[src/sifh_pkg.sv]
package sifh_pkg;

    // default sizes, the top level overrides and passes them down
    // timestamp width
    parameter int TS_W = 8;
    // upper timestamp bits used by the coarse pass
    parameter int COARSE_W = 4;
    parameter int PIXELS = 4;
    // stamps per pixel per acquisition
    parameter int DATA_NUM = 4;
    parameter int ACQ_NUM = 3;
    // width of one bin count, counts wrap
    parameter int CNT_W = 8;

    // lower bits, also the bin address width within a pixel
    parameter int FINE_W = TS_W - COARSE_W;

    // cycles from the last accepted stamp until the peaks are settled
    // ram write, tracker compare, one spare cycle
    parameter int DRAIN_CYC = 3;

    // index width for a counter over n values, never below one bit
    function automatic int idx_w(input int n);
        return (n > 1) ? $clog2(n) : 1;
    endfunction

    // default pixel index width
    parameter int PIX_W = idx_w(PIXELS);

    // histogram pass, coarse first then fine
    typedef enum logic {
        PASS_COARSE = 1'b0,
        PASS_FINE   = 1'b1
    } pass_t;

    // sequencer states
    typedef enum logic [1:0] {
        SEQ_COUNT  = 2'd0,
        SEQ_DRAIN  = 2'd1,
        SEQ_REPORT = 2'd2
    } seq_state_t;

endpackage

[src/hist_if.sv]
`timescale 1ns/1ps

interface hist_if #(
    parameter int PIXELS = sifh_pkg::PIXELS,
    parameter int FINE_W = sifh_pkg::FINE_W,
    parameter int CNT_W = sifh_pkg::CNT_W,
    localparam int PIX_W = sifh_pkg::idx_w(PIXELS)
);

    // request side, from the sequencer
    logic              upd_en;
    logic [PIX_W-1:0]  upd_pix;
    logic [FINE_W-1:0] upd_bin;

    // result side, one cycle after the request
    logic [CNT_W-1:0]  upd_cnt;
    logic              upd_cnt_valid;
    // pixel and bin the new count belongs to
    logic [PIX_W-1:0]  cnt_pix;
    logic [FINE_W-1:0] cnt_bin;

    modport issuer (
        output upd_en,
        output upd_pix,
        output upd_bin
    );

    modport memory (
        input  upd_en,
        input  upd_pix,
        input  upd_bin,
        output upd_cnt,
        output upd_cnt_valid,
        output cnt_pix,
        output cnt_bin
    );

    modport tracker (
        input upd_cnt,
        input upd_cnt_valid,
        input cnt_pix,
        input cnt_bin
    );

endinterface

[src/acq_sequencer.sv]
`timescale 1ns/1ps

module acq_sequencer #(
    parameter int TS_W = sifh_pkg::TS_W,
    parameter int COARSE_W = sifh_pkg::COARSE_W,
    parameter int PIXELS = sifh_pkg::PIXELS,
    parameter int DATA_NUM = sifh_pkg::DATA_NUM,
    parameter int ACQ_NUM = sifh_pkg::ACQ_NUM,
    localparam int FINE_W = TS_W - COARSE_W,
    localparam int PIX_W = sifh_pkg::idx_w(PIXELS)
) (
    input  logic                  clk,
    input  logic                  combin_res,
    input  logic                  stamp_valid,
    input  logic [TS_W-1:0]       stamp,
    input  logic [COARSE_W-1:0]   coarse_peak,
    input  logic                  report_done,
    output logic                  ready,
    output sifh_pkg::pass_t       pass,
    output logic [PIX_W-1:0]      cur_pix,
    output logic                  pass_end,
    output logic                  clear_all,
    output logic                  report_start,
    hist_if.issuer                upd
);
    import sifh_pkg::*;

    localparam int STAMP_W = idx_w(DATA_NUM);
    localparam int ACQ_W = idx_w(ACQ_NUM);
    localparam int DRN_W = idx_w(DRAIN_CYC);

    seq_state_t          state;
    logic [STAMP_W-1:0]  stamp_cnt;
    logic [ACQ_W-1:0]    acq_cnt;
    logic [DRN_W-1:0]    drain_cnt;
    logic                accept;
    logic                last_stamp;
    logic                drain_done;
    logic                stamp_match;
    logic [COARSE_W-1:0] stamp_hi;
    logic [FINE_W-1:0]   stamp_lo;

    // stamps only count while counting
    assign ready = (state == SEQ_COUNT);
    assign accept = stamp_valid && ready;

    assign stamp_hi = stamp[TS_W-1 -: COARSE_W];
    assign stamp_lo = stamp[FINE_W-1:0];
    // fine pass keeps only stamps inside this pixel's coarse peak
    assign stamp_match = (stamp_hi == coarse_peak);

    // last stamp of the last pixel of the last acquisition
    assign last_stamp = (stamp_cnt == STAMP_W'(DATA_NUM - 1))
                     && (cur_pix == PIX_W'(PIXELS - 1))
                     && (acq_cnt == ACQ_W'(ACQ_NUM - 1));

    assign drain_done = (state == SEQ_DRAIN) && (drain_cnt == DRN_W'(DRAIN_CYC - 1));

    // bin update, same cycle as the accept
    assign upd.upd_en = accept && ((pass == PASS_COARSE) || stamp_match);
    assign upd.upd_pix = cur_pix;
    assign upd.upd_bin = (pass == PASS_COARSE) ? FINE_W'(stamp_hi) : stamp_lo;

    // pipeline settled, tracker may copy or start reporting
    assign pass_end = drain_done;
    assign report_start = drain_done && (pass == PASS_FINE);
    // wipe bins before the fine pass and again after the report
    assign clear_all = (drain_done && (pass == PASS_COARSE))
                    || ((state == SEQ_REPORT) && report_done);

    // nested stamp, pixel and acquisition counters
    always_ff @(posedge clk or negedge combin_res) begin
        if (!combin_res) begin
            stamp_cnt <= '0;
            cur_pix <= '0;
            acq_cnt <= '0;
        end else if (accept) begin
            if (stamp_cnt == STAMP_W'(DATA_NUM - 1)) begin
                stamp_cnt <= '0;
                if (cur_pix == PIX_W'(PIXELS - 1)) begin
                    cur_pix <= '0;
                    // wraps to zero on the last stamp of the pass
                    if (acq_cnt == ACQ_W'(ACQ_NUM - 1)) begin
                        acq_cnt <= '0;
                    end else begin
                        acq_cnt <= acq_cnt + 1'b1;
                    end
                end else begin
                    cur_pix <= cur_pix + 1'b1;
                end
            end else begin
                stamp_cnt <= stamp_cnt + 1'b1;
            end
        end
    end

    // pass control, drain and report handoff
    always_ff @(posedge clk or negedge combin_res) begin
        if (!combin_res) begin
            state <= SEQ_COUNT;
            pass <= PASS_COARSE;
            drain_cnt <= '0;
        end else begin
            case (state)
                SEQ_COUNT: begin
                    if (accept && last_stamp) begin
                        state <= SEQ_DRAIN;
                        drain_cnt <= '0;
                    end
                end
                SEQ_DRAIN: begin
                    if (drain_done) begin
                        // coarse goes straight on to fine
                        if (pass == PASS_COARSE) begin
                            state <= SEQ_COUNT;
                            pass <= PASS_FINE;
                        end else begin
                            state <= SEQ_REPORT;
                        end
                    end else begin
                        drain_cnt <= drain_cnt + 1'b1;
                    end
                end
                SEQ_REPORT: begin
                    // tracker is on its last pixel
                    if (report_done) begin
                        state <= SEQ_COUNT;
                        pass <= PASS_COARSE;
                    end
                end
                default: begin
                    state <= SEQ_COUNT;
                end
            endcase
        end
    end

endmodule

[src/bin_counter_ram.sv]
`timescale 1ns/1ps

module bin_counter_ram #(
    parameter int PIXELS = sifh_pkg::PIXELS,
    parameter int FINE_W = sifh_pkg::FINE_W,
    parameter int CNT_W = sifh_pkg::CNT_W
) (
    input  logic    clk,
    input  logic    combin_res,
    input  logic    clear_all,
    hist_if.memory  upd
);
    import sifh_pkg::*;

    // one histogram of 2^FINE_W bins per pixel
    localparam int BINS = 2 ** FINE_W;
    localparam int DEPTH = PIXELS * BINS;
    localparam int ADDR_W = idx_w(DEPTH);

    logic [CNT_W-1:0]  mem [DEPTH];
    // entry holds a count from this pass
    logic [DEPTH-1:0]  valid_q;
    logic [ADDR_W-1:0] addr;
    logic [CNT_W-1:0]  rd_cnt;
    logic              rd_valid;
    logic [CNT_W-1:0]  next_cnt;

    // pixel major layout
    assign addr = ADDR_W'(int'(upd.upd_pix) * BINS + int'(upd.upd_bin));

    // read is combinational, so a write on the previous edge
    // is already visible to a back to back hit on the same bin
    assign rd_cnt = mem[addr];
    assign rd_valid = valid_q[addr];

    // stale entry restarts at one, counts wrap
    assign next_cnt = rd_valid ? rd_cnt + 1'b1 : CNT_W'(1);

    always_ff @(posedge clk) begin
        if (upd.upd_en) begin
            mem[addr] <= next_cnt;
        end
    end

    // valid bits stand in for clearing the whole array
    always_ff @(posedge clk or negedge combin_res) begin
        if (!combin_res) begin
            valid_q <= '0;
        end else if (clear_all) begin
            valid_q <= '0;
        end else if (upd.upd_en) begin
            valid_q[addr] <= 1'b1;
        end
    end

    // new count and where it went, one cycle after the request
    always_ff @(posedge clk or negedge combin_res) begin
        if (!combin_res) begin
            upd.upd_cnt_valid <= 1'b0;
        end else begin
            upd.upd_cnt_valid <= upd.upd_en;
        end
    end

    always_ff @(posedge clk) begin
        if (upd.upd_en) begin
            upd.upd_cnt <= next_cnt;
            upd.cnt_pix <= upd.upd_pix;
            upd.cnt_bin <= upd.upd_bin;
        end
    end

endmodule

[src/peak_tracker.sv]
`timescale 1ns/1ps

module peak_tracker #(
    parameter int PIXELS = sifh_pkg::PIXELS,
    parameter int COARSE_W = sifh_pkg::COARSE_W,
    parameter int FINE_W = sifh_pkg::FINE_W,
    parameter int CNT_W = sifh_pkg::CNT_W,
    localparam int PIX_W = sifh_pkg::idx_w(PIXELS)
) (
    input  logic                clk,
    input  logic                combin_res,
    input  sifh_pkg::pass_t     pass,
    input  logic [PIX_W-1:0]    cur_pix,
    input  logic                pass_end,
    input  logic                report_start,
    output logic [COARSE_W-1:0] coarse_peak,
    output logic                report_done,
    output logic                result_valid,
    output logic [PIX_W-1:0]    result_pixel,
    output logic [COARSE_W-1:0] result_coarse,
    output logic [FINE_W-1:0]   result_fine,
    hist_if.tracker             upd
);
    import sifh_pkg::*;

    // running maximum and its bin, per pixel
    logic [CNT_W-1:0]    max_cnt [PIXELS];
    logic [FINE_W-1:0]   max_bin [PIXELS];
    // coarse peak kept through the fine pass
    logic [COARSE_W-1:0] coarse_store [PIXELS];
    logic                new_max;
    logic                coarse_end;

    // strictly greater, so the first bin to reach a count keeps it
    assign new_max = upd.upd_cnt_valid && (upd.upd_cnt > max_cnt[upd.cnt_pix]);
    assign coarse_end = pass_end && (pass == PASS_COARSE);

    // fine pass gating reference for the sequencer
    assign coarse_peak = coarse_store[cur_pix];

    // last pixel on the result stream this cycle
    assign report_done = result_valid && (result_pixel == PIX_W'(PIXELS - 1));

    // stores do not move while reporting
    assign result_coarse = coarse_store[result_pixel];
    assign result_fine = max_bin[result_pixel];

    always_ff @(posedge clk or negedge combin_res) begin
        if (!combin_res) begin
            for (int i = 0; i < PIXELS; i++) begin
                max_cnt[i] <= '0;
                max_bin[i] <= '0;
                coarse_store[i] <= '0;
            end
        end else if (report_done) begin
            // frame finished, back to an empty coarse pass
            for (int i = 0; i < PIXELS; i++) begin
                max_cnt[i] <= '0;
                max_bin[i] <= '0;
                coarse_store[i] <= '0;
            end
        end else if (coarse_end) begin
            // coarse winners become the fine pass window
            for (int i = 0; i < PIXELS; i++) begin
                coarse_store[i] <= COARSE_W'(max_bin[i]);
                max_cnt[i] <= '0;
                max_bin[i] <= '0;
            end
        end else if (new_max) begin
            max_cnt[upd.cnt_pix] <= upd.upd_cnt;
            max_bin[upd.cnt_pix] <= upd.cnt_bin;
        end
    end

    // result stream, one pixel per cycle from pixel 0
    always_ff @(posedge clk or negedge combin_res) begin
        if (!combin_res) begin
            result_valid <= 1'b0;
            result_pixel <= '0;
        end else if (report_start) begin
            result_valid <= 1'b1;
            result_pixel <= '0;
        end else if (result_valid) begin
            if (report_done) begin
                result_valid <= 1'b0;
                result_pixel <= '0;
            end else begin
                result_pixel <= result_pixel + 1'b1;
            end
        end
    end

endmodule

[src/tof_histogrammer_top.sv]
`timescale 1ns/1ps

module tof_histogrammer_top #(
    parameter int TS_W = sifh_pkg::TS_W,
    parameter int COARSE_W = sifh_pkg::COARSE_W,
    parameter int PIXELS = sifh_pkg::PIXELS,
    parameter int DATA_NUM = sifh_pkg::DATA_NUM,
    parameter int ACQ_NUM = sifh_pkg::ACQ_NUM,
    parameter int CNT_W = sifh_pkg::CNT_W,
    localparam int FINE_W = TS_W - COARSE_W,
    localparam int PIX_W = sifh_pkg::idx_w(PIXELS)
) (
    input  logic                clk,
    input  logic                combin_res,
    input  logic                stamp_valid,
    input  logic [TS_W-1:0]     stamp,
    output logic                ready,
    output sifh_pkg::pass_t     pass,
    output logic                result_valid,
    output logic [PIX_W-1:0]    result_pixel,
    output logic [COARSE_W-1:0] result_coarse,
    output logic [FINE_W-1:0]   result_fine
);

    // sequencer to tracker
    logic [PIX_W-1:0]    cur_pix;
    logic                pass_end;
    logic                report_start;
    // tracker back to sequencer
    logic [COARSE_W-1:0] coarse_peak;
    logic                report_done;
    // sequencer to bin memory
    logic                clear_all;

    // bin update path, sequencer to memory to tracker
    hist_if #(
        .PIXELS (PIXELS),
        .FINE_W (FINE_W),
        .CNT_W  (CNT_W)
    ) hist_bus ();

    acq_sequencer #(
        .TS_W     (TS_W),
        .COARSE_W (COARSE_W),
        .PIXELS   (PIXELS),
        .DATA_NUM (DATA_NUM),
        .ACQ_NUM  (ACQ_NUM)
    ) u_seq (
        .clk          (clk),
        .combin_res   (combin_res),
        .stamp_valid  (stamp_valid),
        .stamp        (stamp),
        .coarse_peak  (coarse_peak),
        .report_done  (report_done),
        .ready        (ready),
        .pass         (pass),
        .cur_pix      (cur_pix),
        .pass_end     (pass_end),
        .clear_all    (clear_all),
        .report_start (report_start),
        .upd          (hist_bus.issuer)
    );

    bin_counter_ram #(
        .PIXELS (PIXELS),
        .FINE_W (FINE_W),
        .CNT_W  (CNT_W)
    ) u_ram (
        .clk        (clk),
        .combin_res (combin_res),
        .clear_all  (clear_all),
        .upd        (hist_bus.memory)
    );

    peak_tracker #(
        .PIXELS   (PIXELS),
        .COARSE_W (COARSE_W),
        .FINE_W   (FINE_W),
        .CNT_W    (CNT_W)
    ) u_peak (
        .clk           (clk),
        .combin_res    (combin_res),
        .pass          (pass),
        .cur_pix       (cur_pix),
        .pass_end      (pass_end),
        .report_start  (report_start),
        .coarse_peak   (coarse_peak),
        .report_done   (report_done),
        .result_valid  (result_valid),
        .result_pixel  (result_pixel),
        .result_coarse (result_coarse),
        .result_fine   (result_fine),
        .upd           (hist_bus.tracker)
    );

endmodule

[config.mk]
export PLATFORM = sky130hd
export DESIGN_NAME = tof_histogrammer_top
export DESIGN_NICKNAME = d
export VERILOG_FILES = /design/src/sifh_pkg.sv /design/src/hist_if.sv /design/src/acq_sequencer.sv /design/src/bin_counter_ram.sv /design/src/peak_tracker.sv /design/src/tof_histogrammer_top.sv
export SDC_FILE = /design/constraint.sdc
export NUM_CORES = 1
export LEC_CHECK = 0
export BUFFER_PORTS_ARGS = -buffer_cell sky130_fd_sc_hd__buf_2
export CAP_MARGIN = 20
export CORE_MARGIN = 4
export CORE_UTILIZATION = 40
export DETAILED_ROUTE_END_ITERATION = 16
export SLEW_MARGIN = 30
export SYNTH_ARGS = -nofsm -noshare
export SYNTH_HDL_FRONTEND = slang
export SYNTH_SLANG_ARGS = --single-unit
export TNS_END_PERCENT = 5
[constraint.sdc]
create_clock -name clk -period 17.3 [get_ports clk]
set_clock_uncertainty 0.05 [all_clocks]
set_input_delay 3.46 -clock clk [delete_from_list [all_inputs] [get_ports clk]]
set_output_delay 3.46 -clock clk [all_outputs]
set_load 0.01 [all_outputs]
==> summary.txt, run 1 <==
Yosys
  – Post-synthesis cell type count: 91
  – Yosys top cell area share: between 50% and 60%
  – Synth Instances: 1825
  – Adder-Cell Fraction of Synth Area: 0.737%
  – Yosys top cell by area: edfxtp_1
  – Main combinational cell family by area after synthesis: compound AO/OA/AOI/OAI gates
  – Syn_nets: 1852
  – Yosys warning count: 0
  – Multiplexer share of the synthesized area: between 4 and 5%
  – Flops & latches, synth: 669
  – XOR/XNOR Fraction of Synth Area: less than 1%
  – Number of flops mapped to enable cells by yosys: 526
  – Top cells by area, synth: edfxtp_1, dfrtp_1, nand2_1
  – Asr flop ratio synth: 21.4%
  – Simple-gate portion of the synthesized area: 6.90%
  – Top FF cell, synth: edfxtp_1
  – Synth Area in Compound Gates: 14.1%
  – Seq/Total Area, Yosys: 71.4%
  – Cell Area, Synth: between 20000 and 30000 µm²
  – Avg Inst Size Synth: about 15 µm²

Timing
  – Worst rel slew slack: 30.7%
  – Worst Tran Pin Value: 1.04 ns
  – RSZ-0062 raised after global routing: false
  – Min Hold Slack: 0.436 ns
  – Minimum clock period: between 8 and 9 ns
  – Final Hold Vio Count: 0
  – Slew Limit Fails: 0
  – Crit share post-route: 50.4%
  – Setup TNS: 0 ns
  – Fmax: between 0.1 and 0.15 GHz
  – Final setup viols: 0

Setup path
  – CP max FO: 38
  – Worst EP arrival: 9.04 ns
  – Setup CP Type: in -> reg
  – CP Cell Sequence: buf_2, mux2i_4, buf_4, clkinv_2, buf_4, mux4_2, and2_1, o41ai_1, o22ai_1, and2_1, ha_1, inv_1, xnor2_1, nor2_4, buf_4
  – CP startpoint kind: input port
  – Critical path's most frequent cell: buf_4
  – WP data required: 17.62 ns
  – CP max stage cell: clkinv_2
  – Slowest stage delay, CP: 0.87 ns
  – Critical path endpoint category: flop

Layout
  – Post-route cell area: 30800 µm²
  – Finished Layout Cells: 2799
  – Flip-flop and latch area: about 19000 µm²
  – Most common cell after layout, fill and taps aside: edfxtp_1
  – Multi-input logic area: 7400 µm²
  – Commonest cells after routing, fill and taps aside: edfxtp_1, nand2_1, dfrtp_1
  – Area Overhead vs Synth: 13.4%
  – Ant. Diodes: 0
  – Layout Nets: between 1500 and 2000
  – Share of cells above drive strength 1: 17.2%
  – # fillers: 5863

Clocking
  – CTS clock-pin slew for the worst setup and hold paths: 0.06 ns
  – Setup bufs post-CTS: 0
  – H-Tree Depth: 3
  – Worst-Skew Late Latency: 0.61 ns
  – CTS tree: yes
  – CTS Hold Bufs: 0
  – Clock buffer count from CTS: 70
  – Sink Count: roughly 670
  – Gates resized, CTS repair: 0
  – Clock tree root buffer cell: clkbuf_16
  – CTS max path bufs: 3

Power
  – Switch Pwr: between 1000 and 1500 µW
  – Internal power: 3110 µW
  – LEAKAGE: between 0.01 and 0.015 µW
  – Worst vdd ir: 0.114 mV
  – Clk pwr share: 34.1%
  – Combinational power share: 17.4%
  – Switching share of power: 28.4%
  – Total power: 4340 µW
  – Power density cells: between 100 and 150 nW/µm²
  – Sequential share of power: about 49%

Die
  – I/O Pins: 24
  – Initial Utilization: 40.4%
  – Die area: 72100 µm²
  – Area of the core: 67300 µm²
  – # rows: 95
  – Die Wd: between 200 and 300 µm
  – Die Height: 269 µm

Place
  – IO buf count: 23
  – Placed inst area: 28500 µm²
  – GPL Wtd Cong: 0.908
  – Dpl hpwl: 52.6 mm
  – DP Cell Count: 2671

Run
  – Max-Cap Viols: 0

Route
  – DRT iter0 DRCs: 2568
  – DR vias: approximately 18000
  – Residual DRC count: 0
  – Avg WL per Cell: between 30 and 40 µm
  – Post-route antenna net violation count: 0
  – Vias per std cell: 6.39
  – Drt total wl: 89.2 mm
  – Drt first pass iters: 7

Global route
  – Global-route wire length before repair: 126 mm
  – Initial antenna violation count: 1
  – Vias in the first global route: 17400
  – Largest net degree at the start of global routing: just under 90
  – Total GRT Usage: roughly a quarter
  – Gr ovfl total: 0

Worst hold path
  – Hold/Removal Path Class: reg -> reg

Outcome
  – Status: completed
worst max-delay path: cells and delay by family:
kind | cells | cell delay, ns
AOI/OAI and AO/OA | 2 | 0.63
xor gates and xnor gates | 1 | 0.14
adders and majority gates | 1 | 0.18
buffers and inverters | 6 | 2.87
muxes | 2 | 0.66
and+or+nand+nor | 3 | 1.03
cells in the mapped netlist (15+ instances only):
master and number:
nand2_1 144, clkbuf_1 44, edfxtp_1 526, o21ai_0 43, o221ai_1 17, a22o_1 51, o21a_1 70, nand3_1 18
mux4_2 23, inv_1 24, dfrtp_1 143, a21oi_1 67, nor2_1 122, ha_1 16, o22ai_1 78, mux2_1 15
a22oi_1 38, mux2_2 25, buf_2 41, a221oi_1 16
metrics by stage:
step	util, %	setup WS (ns)
6_report	45.8	8.58
5_1_grt	45.8	8.50
4_1_cts	45.7	8.81
3_5_place_dp	42.4	8.21
3_3_place_gp	42.2	8.38
2_1_floorplan	-	7.25
routing by layer:
layer / global-route usage (%) / routed length, µm / vias up
met5: 0 / 10 / -
li1: - / - / 7310
met2: 38.0 / 40300 / 1162
met4: 11.1 / 4550 / 2
met3: 8.49 / 11000 / 232
met1: 31.3 / 33400 / 9175
flip-flops by register name, summed over array words and instances, names as in the netlist, 2 cells and up:
| register | cells |
|---|---|
| u_seq.acq_cnt | 2 |
| u_ram.valid_q | 64 |
| u_ram.upd.upd_cnt | 8 |
| u_ram.upd.cnt_bin | 4 |
| u_peak.max_bin | 16 |
| u_seq.stamp_cnt | 2 |
| u_peak.result_pixel | 2 |
| u_seq.cur_pix | 2 |
| u_seq.drain_cnt | 2 |
| u_ram.upd.cnt_pix | 2 |
| u_seq.state | 2 |
| u_peak.coarse_store | 16 |
| u_ram.mem | 512 |
| u_peak.max_cnt | 32 |
kinds of logic (layout without fill, tap and decap cells):
| family | Yosys count | in the layout |
|---|---|---|
| simple gates | 390 | 390 |
| fa+ha+maj | 16 | 16 |
| mux | 80 | 80 |
| compound gates | 526 | 526 |
| buf+inv | 137 | 238 |
| xor+xnor | 7 | 7 |
| flops | 669 | 669 |
final timing paths:
kind,end,slack (ns),depth (start not counted),startpoint
worst max-delay path,u_ram.mem[33][2]$_DFFE_PP_,8.58,15,stamp[4]
worst min-delay path,u_ram.valid_q[18]$_DFFE_PN0P_,0.44,1,u_ram.valid_q[18]$_DFFE_PN0P_
worst max register to register,u_ram.mem[33][2]$_DFFE_PP_,10.54,14,u_seq.pass$_DFFE_PN0P_
worst min register to register,u_ram.valid_q[18]$_DFFE_PN0P_,0.44,1,u_ram.valid_q[18]$_DFFE_PN0P_
max in group asynchronous,u_ram.valid_q[60]$_DFFE_PN0P_,12.94,2,combin_res
min in group asynchronous,u_peak.max_cnt[31]$_DFFE_PN0P_,2.90,1,combin_res
power by group through the flow:
| stage | registers (µW) | clock network [µW] | logic, µW |
|---|---|---|---|
| after floorplan | 2150 | 0 | 385 |
| after CTS | 2110 | 1490 | 734 |
| final | 2110 | 1480 | 754 |
| after detailed placement | 2140 | 0 | 733 |
| after global placement | 2140 | 0 | 713 |
| after global routing | 2110 | 1570 | 792 |
layout make-up:
cell class              count  share of cell area, %
clock buffers             111                   6.72
clock inverters            16                  0.593
inverters                  28                  0.345
multi-input cells        1019                   24.0
flip-flops and latches    669                   62.9
well taps                 873                   3.55
repair buffers             83                   1.86
(Power assumes the default switching activity.)
==> run 2: changes to the inputs <==
- clock period: 17.3 -> 8.45 ns (I/O delays scaled with it)
==> run 2 against run 1 <==
Net effect:
- first-iteration DRC count up 4.0%
- worst hold slack worse by 0.00058 ns
- core utilization up 0.084 points
- setup slack worse by 6.2 ns
- highest routed layer is now met4
- combinational power up 120%
==> summary.txt, run 2 (synthesized netlist as in run 1, its figures left out) <==
Clocking
  – Worst-Skew Late Latency: 0.62 ns (about the same)
  – CTS tree: yes
  – Clock tree root buffer cell: clkbuf_16
  – H-Tree Depth: 3 (unchanged)
  – CTS Hold Bufs: 0 (unchanged)
  – Gates resized, CTS repair: 0 (unchanged)
  – CTS clock-pin slew for the worst setup and hold paths: 0.06 ns (about the same)
  – Setup bufs post-CTS: 0 (unchanged)
  – CTS max path bufs: 3 (unchanged)
  – Sink Count: 669 (unchanged)
  – Clock buffer count from CTS: 70 (unchanged)

Place
  – Placed inst area: 28600 µm² (+0.20%)
  – GPL Wtd Cong: 0.921 (+1.5%)
  – IO buf count: 23 (unchanged)
  – DP Cell Count: 2681 (+0.37%)
  – Dpl hpwl: 55.9 mm (+6.2%)

Setup path
  – Critical path endpoint category: flop
  – CP startpoint kind: input port
  – Setup CP Type: in -> reg
  – WP data required: 8.82 ns (-8.80 ns)
  – Worst EP arrival: 6.45 ns (-2.59 ns)
  – CP max FO: 42 (+11%)

Global route
  – Global-route wire length before repair: 128 mm (+1.7%)
  – Initial antenna violation count: 1 (unchanged)
  – Gr ovfl total: 0 (unchanged)
  – Vias in the first global route: 17400 (+0.36%)
  – Largest net degree at the start of global routing: 82 (-7.9%)
  – Total GRT Usage: 24.8% (+0.29 points)

Run
  – Max-Cap Viols: 0 (unchanged)

Die
  – Initial Utilization: 40.4% (unchanged)
  – Die Height: 269 µm (unchanged)
  – Area of the core: 67300 µm² (unchanged)
  – # rows: 95 (unchanged)
  – I/O Pins: 24 (unchanged)
  – Die Wd: 269 µm (unchanged)
  – Die area: 72100 µm² (unchanged)

Worst hold path
  – Hold/Removal Path Class: reg -> reg

Layout
  – Ant. Diodes: 0 (unchanged)
  – Finished Layout Cells: 2812 (+0.46%)
  – Layout Nets: 1909 (+0.58%)
  – Area Overhead vs Synth: 13.6%
  – Multi-input logic area: 7360 µm² (-0.54%)
  – Biggest register: u_ram.mem
  – Commonest cells after routing, fill and taps aside: edfxtp_1, dfrtp_1, nand2_1
  – Flip-flop and latch area: 19400 µm² (unchanged)
  – # fillers: 5800 (-1.1%)
  – Post-route cell area: 30900 µm² (+0.18%)
  – Share of cells above drive strength 1: 17.2% (+0.039 points)
  – Biggest regs: u_ram.mem: 512 flops, u_ram.valid_q: 64 flops, u_peak.max_cnt: 32 flops
  – Max reg flops: 512 (unchanged)
  – Most common cell after layout, fill and taps aside: edfxtp_1

Power
  – Switching share of power: 29.2% (+0.87 points)
  – Switch Pwr: 2620 µW (+110%)
  – Internal power: 6340 µW (+100%)
  – Total power: 8960 µW (+110%)
  – LEAKAGE: 0.0108 µW (+0.53%)
  – Combinational power share: 18.3% (+0.9 points)
  – Power density cells: 291 nW/µm² (+110%)
  – Clk pwr share: 33.6% (-0.5 points)
  – Sequential share of power: 48.1% (-0.4 points)
  – Worst vdd ir: 0.218 mV (+91%)

Route
  – DRT iter0 DRCs: 2670 (+4.0%)
  – Post-route antenna net violation count: 0 (unchanged)
  – Drt total wl: 90.8 mm (+1.7%)
  – Residual DRC count: 0 (unchanged)
  – Drt first pass iters: 6 (-1)
  – Vias per std cell: 6.47 (+1.2%)
  – Avg WL per Cell: 32.3 µm (+1.3%)
  – DR vias: 18200 (+1.7%)

Timing
  – Final Hold Vio Count: 0 (unchanged)
  – Setup TNS: 0 ns (unchanged)
  – Fmax: 0.164 GHz
  – Crit share post-route: a little under three quarters
  – Final setup viols: 0 (unchanged)
  – RSZ-0062 raised after global routing: false
  – Worst Tran Pin Value: 1.11 ns (+0.0699 ns)
  – Worst rel slew slack: 26.1% (-4.6 points)
  – Minimum clock period: ~6.1 ns
  – Slew Limit Fails: 0 (unchanged)

Outcome
  – Status: completed
==> run 2: stage by stage <==
| stage | setup slack (ns) | hold WS [ns] | util (%) |
|---|---|---|---|
| 2_1_floorplan | 0.173 | 0.403 | - |
| 3_3_place_gp | 1.46 | 0.416 | 42.3 |
| 3_5_place_dp | 1.71 | 0.426 | 42.4 |
| 4_1_cts | 2.34 | 0.440 | 45.8 |
| 5_1_grt | 2.36 | 0.455 | 45.9 |
| 6_report | 2.37 | 0.435 | 45.9 |
==> run 2: area by class of cell <==
cell class | instances | area share (%)
Sequential cell | 669 | 62.8
Multi-Input combinational cell | 1019 | 23.9
Clock buffer | 109 | 6.85
Tap cell | 873 | 3.54
Timing Repair Buffer | 94 | 2.23
Clock inverter | 20 | 0.381
Inverter | 28 | 0.345
==> run 2: worst paths after layout <==
kind	cells past startpoint	start	slack [ns]	to
min in group asynchronous	1	combin_res	1.07	u_peak.max_cnt[31]$_DFFE_PN0P_
hold / removal	1	u_ram.valid_q[0]$_DFFE_PN0P_	0.44	u_ram.valid_q[0]$_DFFE_PN0P_
hold reg to reg	1	u_ram.valid_q[0]$_DFFE_PN0P_	0.44	u_ram.valid_q[0]$_DFFE_PN0P_
setup reg to reg	13	u_seq.pass$_DFFE_PN0P_	2.55	u_ram.mem[36][2]$_DFFE_PP_
setup / recovery	14	stamp[6]	2.37	u_ram.mem[36][2]$_DFFE_PP_
max in group asynchronous	2	combin_res	6.14	u_ram.valid_q[52]$_DFFE_PN0P_
==> run 2: critical path, stage by stage <==
cell and delay, ns:
buf_2 0.23, mux2i_4 0.20, inv_2 0.30, buf_4 0.39, nor2_2 0.70, a22o_1 0.26, a221oi_1 0.07, a311oi_1 0.67
o21a_1 0.24, ha_1 0.16, inv_1 0.10, xnor2_1 0.19, nor2_4 0.81, buf_4 0.41
==> run 2: power by group through the flow <==
stage | combinational (µW) | clock (µW) | sequential [µW]
finish | 1640 | 3010 | 4310
global route | 1680 | 3170 | 4320
CTS | 1550 | 3020 | 4310
detailed placement | 1550 | 0 | 4380
global placement | 1500 | 0 | 4380
floorplan | 788 | 0 | 4390
==> run 2: per-layer routing <==
layer | wire, µm | share of wire [%] | track usage (%) | vias up
met5 | 0 | 0 | 0 | -
met4 | 4540 | 5.0 | 10.8 | 0
met3 | 11700 | 13 | 7.25 | 256
met2 | 40100 | 44 | 36.9 | 1358
met1 | 34500 | 38 | 34.1 | 9211
li1 | - | - | - | 7362
==> run 3: changes to the inputs <==
- clock period: 8.45 -> 6.1 ns (I/O delays scaled with it)
==> run 3 against run 2 <==
Net effect:
- worst hold slack better by 0.0033 ns
- non-clock buffer count is 72 higher
- core utilization is 1.1 points higher
- clock-buffer cell count is 7 lower
- final cell count is 2.7% higher
- sequential power is 39% higher
- critical endpoint is now u_ram.mem[28][2]$_DFFE_PP_
==> summary.txt, run 3 (synthesized netlist as in run 1, its figures left out) <==
Route
  – Drt total wl: 90.2 mm (-0.67%)
  – Avg WL per Cell: 31.2 µm (-3.3%)
  – DRT iter0 DRCs: 2939 (+10%)
  – Residual DRC count: 0 (unchanged)
  – Drt first pass iters: 6 (unchanged)
  – Post-route antenna net violation count: 0 (unchanged)
  – Vias per std cell: 6.37 (-1.5%)
  – DR vias: 18400 (+1.2%)

Layout
  – Area Overhead vs Synth: 16.3%
  – Biggest regs: u_ram.mem: 512 flops, u_ram.valid_q: 64 flops, u_peak.max_cnt: 32 flops
  – Max reg flops: 512 (unchanged)
  – Layout Nets: 1983 (+3.9%)
  – Most common cell after layout, fill and taps aside: edfxtp_1
  – Share of cells above drive strength 1: 18.9% (+1.6 points)
  – Finished Layout Cells: 2889 (+2.7%)
  – Commonest cells after routing, fill and taps aside: edfxtp_1, nand2_1, dfrtp_1
  – Biggest register: u_ram.mem

Worst hold path
  – WHS Path Cells: 1 (unchanged)
  – Hold/Removal Path Class: reg -> reg
  – HP Start: u_ram.valid_q[1]$_DFFE_PN0P_
  – Hold Crit Endpoint: u_ram.valid_q[1]$_DFFE_PN0P_

Timing
  – Fmax: 0.183 GHz
  – Slew Limit Fails: 0 (unchanged)
  – Final Hold Vio Count: 0 (unchanged)
  – Worst Tran Pin Value: 1.05 ns (-0.0531 ns)
  – Final setup viols: 0 (unchanged)
  – Worst rel slew slack: 29.8% (+3.7 points)
  – Crit share post-route: 89.4%
  – RSZ-0062 raised after global routing: false
  – Minimum clock period: between 5 and 6 ns
  – Setup TNS: 0 ns (unchanged)

Setup path
  – Critical path's most frequent cell: buf_4
  – CP startpoint kind: flop
  – CP Cell Sequence: mux2i_4, clkinv_2, buf_4, nand2_1, a21oi_1, a2111oi_0, a221oi_1, buf_4, o21a_1, ha_1, inv_1, xnor2_1, nor2_4, buf_4
  – Setup CP Type: reg -> reg
  – CP max FO: 38 (-9.5%)
  – Worst R2R End: u_ram.mem[28][2]$_DFFE_PP_
  – WP data required: 6.48 ns (-2.34 ns)
  – R2R depth: 14 (+1)
  – Setup slack, reg-to-reg: 0.65 ns (-1.90 ns)
  – Worst EP arrival: 5.84 ns (-0.61 ns)
  – R2R Path Start: u_seq.pass$_DFFE_PN0P_
  – CP max stage cell: a2111oi_0
  – Slowest stage delay, CP: 0.87 ns (+0.06 ns)
  – Critical path endpoint category: flop

Outcome
  – Status: completed

Die
  – Die Wd: 269 µm (unchanged)
  – # rows: 95 (unchanged)
  – Die Height: 269 µm (unchanged)
  – Area of the core: 67300 µm² (unchanged)
  – I/O Pins: 24 (unchanged)
  – Die area: 72100 µm² (unchanged)
  – Initial Utilization: 40.4% (unchanged)

Power
  – LEAKAGE: 0.0113 µW (+4.5%)
  – Power density cells: 402 nW/µm² (+38%)
  – Worst vdd ir: 0.285 mV (+31%)

Global route
  – Largest net degree at the start of global routing: 101 (+23%)
  – Initial antenna violation count: 5 (+4)
  – Vias in the first global route: 17900 (+2.6%)
  – Gr ovfl total: 0 (unchanged)
  – Global-route wire length before repair: 129 mm (+0.54%)
  – Total GRT Usage: 24.8% (+0.034 points)

Run
  – Max-Cap Viols: 0 (unchanged)

Clocking
  – Sink Count: 669 (unchanged)
  – CTS clock-pin slew for the worst setup and hold paths: 0.06 ns (about the same)
  – CTS Hold Bufs: 0 (unchanged)
  – Clock tree root buffer cell: clkbuf_16
  – Worst-Skew Late Latency: 0.64 ns (+0.02 ns)
  – CTS tree: yes
  – Clock buffer count from CTS: 72 (+2.9%)
  – Setup bufs post-CTS: 0 (unchanged)
  – H-Tree Depth: 3 (unchanged)
  – Gates resized, CTS repair: 0 (unchanged)
  – CTS max path bufs: 3 (unchanged)

Place
  – GPL Wtd Cong: 0.941 (+2.2%)
  – Dpl hpwl: 58.2 mm (+4.2%)
  – IO buf count: 23 (unchanged)
  – DP Cell Count: 2755 (+2.8%)
## run 3: changes by cell type in the layout (fill, tap and decap cells not counted), sizes merged
cell	before	now
clkinvlp	0	3
bufinv	0	6
clkbuf	109	103
clkinv	19	22
inv	29	28
diode	0	1
buf	94	165
## run 3: final cells by class
cell class	instances	area (µm²)
Fill cell	5776	35700
Clock buffer	102	2030
Multi-Input combinational cell	1019	7290
Tap cell	873	1090
Sequential cell	669	19400
Timing Repair Buffer	166	1290
Antenna cell	1	2.50
Inverter	28	106
Clock inverter	31	375
## run 3: how the worst max path moves through the flow
stage	startpoint	end	slack, ns
after floorplan	stamp[6]	u_ram.mem[0][6]$_DFFE_PP_	0.24
after global placement	stamp[0]	u_ram.mem[15][2]$_DFFE_PP_	0.11
after detailed placement	stamp[2]	u_ram.mem[16][2]$_DFFE_PP_	0.33
after CTS	u_seq.pass$_DFFE_PN0P_	u_ram.mem[28][2]$_DFFE_PP_	0.91
after global routing	u_seq.pass$_DFFE_PN0P_	u_ram.mem[6][2]$_DFFE_PP_	0.49
final	u_seq.pass$_DFFE_PN0P_	u_ram.mem[28][2]$_DFFE_PP_	0.65
## run 3: power breakdown
group	total, µW	internal, µW	switching [µW]
combinational	2260	560	1700
sequential	5990	5880	115
clock	4430	2590	1830
total	12700	9030	3640
## run 3: routing by layer
layer	track usage [%]	up-vias	wire length [µm]
met4	9.97	4	4210
met3	6.76	233	10800
li1	-	7491	-
met2	37.8	1289	40000
met5	0	-	33
met1	34.1	9389	35100
## run 3: worst max-delay path: cells and delay by family (launching register included)
kind | cells | cell delay, ns
mux | 1 | 0.37
flops | 1 | 0.81
compound gates | 4 | 1.41
fa+ha+maj | 1 | 0.22
simple gates | 2 | 0.82
buf+inv | 5 | 1.38
xor+xnor | 1 | 0.17
## run 3: through the flow
step	worst slack, ns	power, µW	util (%)	instance area (µm²)	hold WS (ns)
after floorplan	0.242	7180	-	27200	0.403
after global placement	0.109	8240	43.2	29100	0.419
after detailed placement	0.327	8300	43.3	29100	0.428
after CTS	0.910	12700	46.9	31500	0.442
after global routing	0.489	13000	46.9	31600	0.450
final	0.647	12700	46.9	31600	0.439
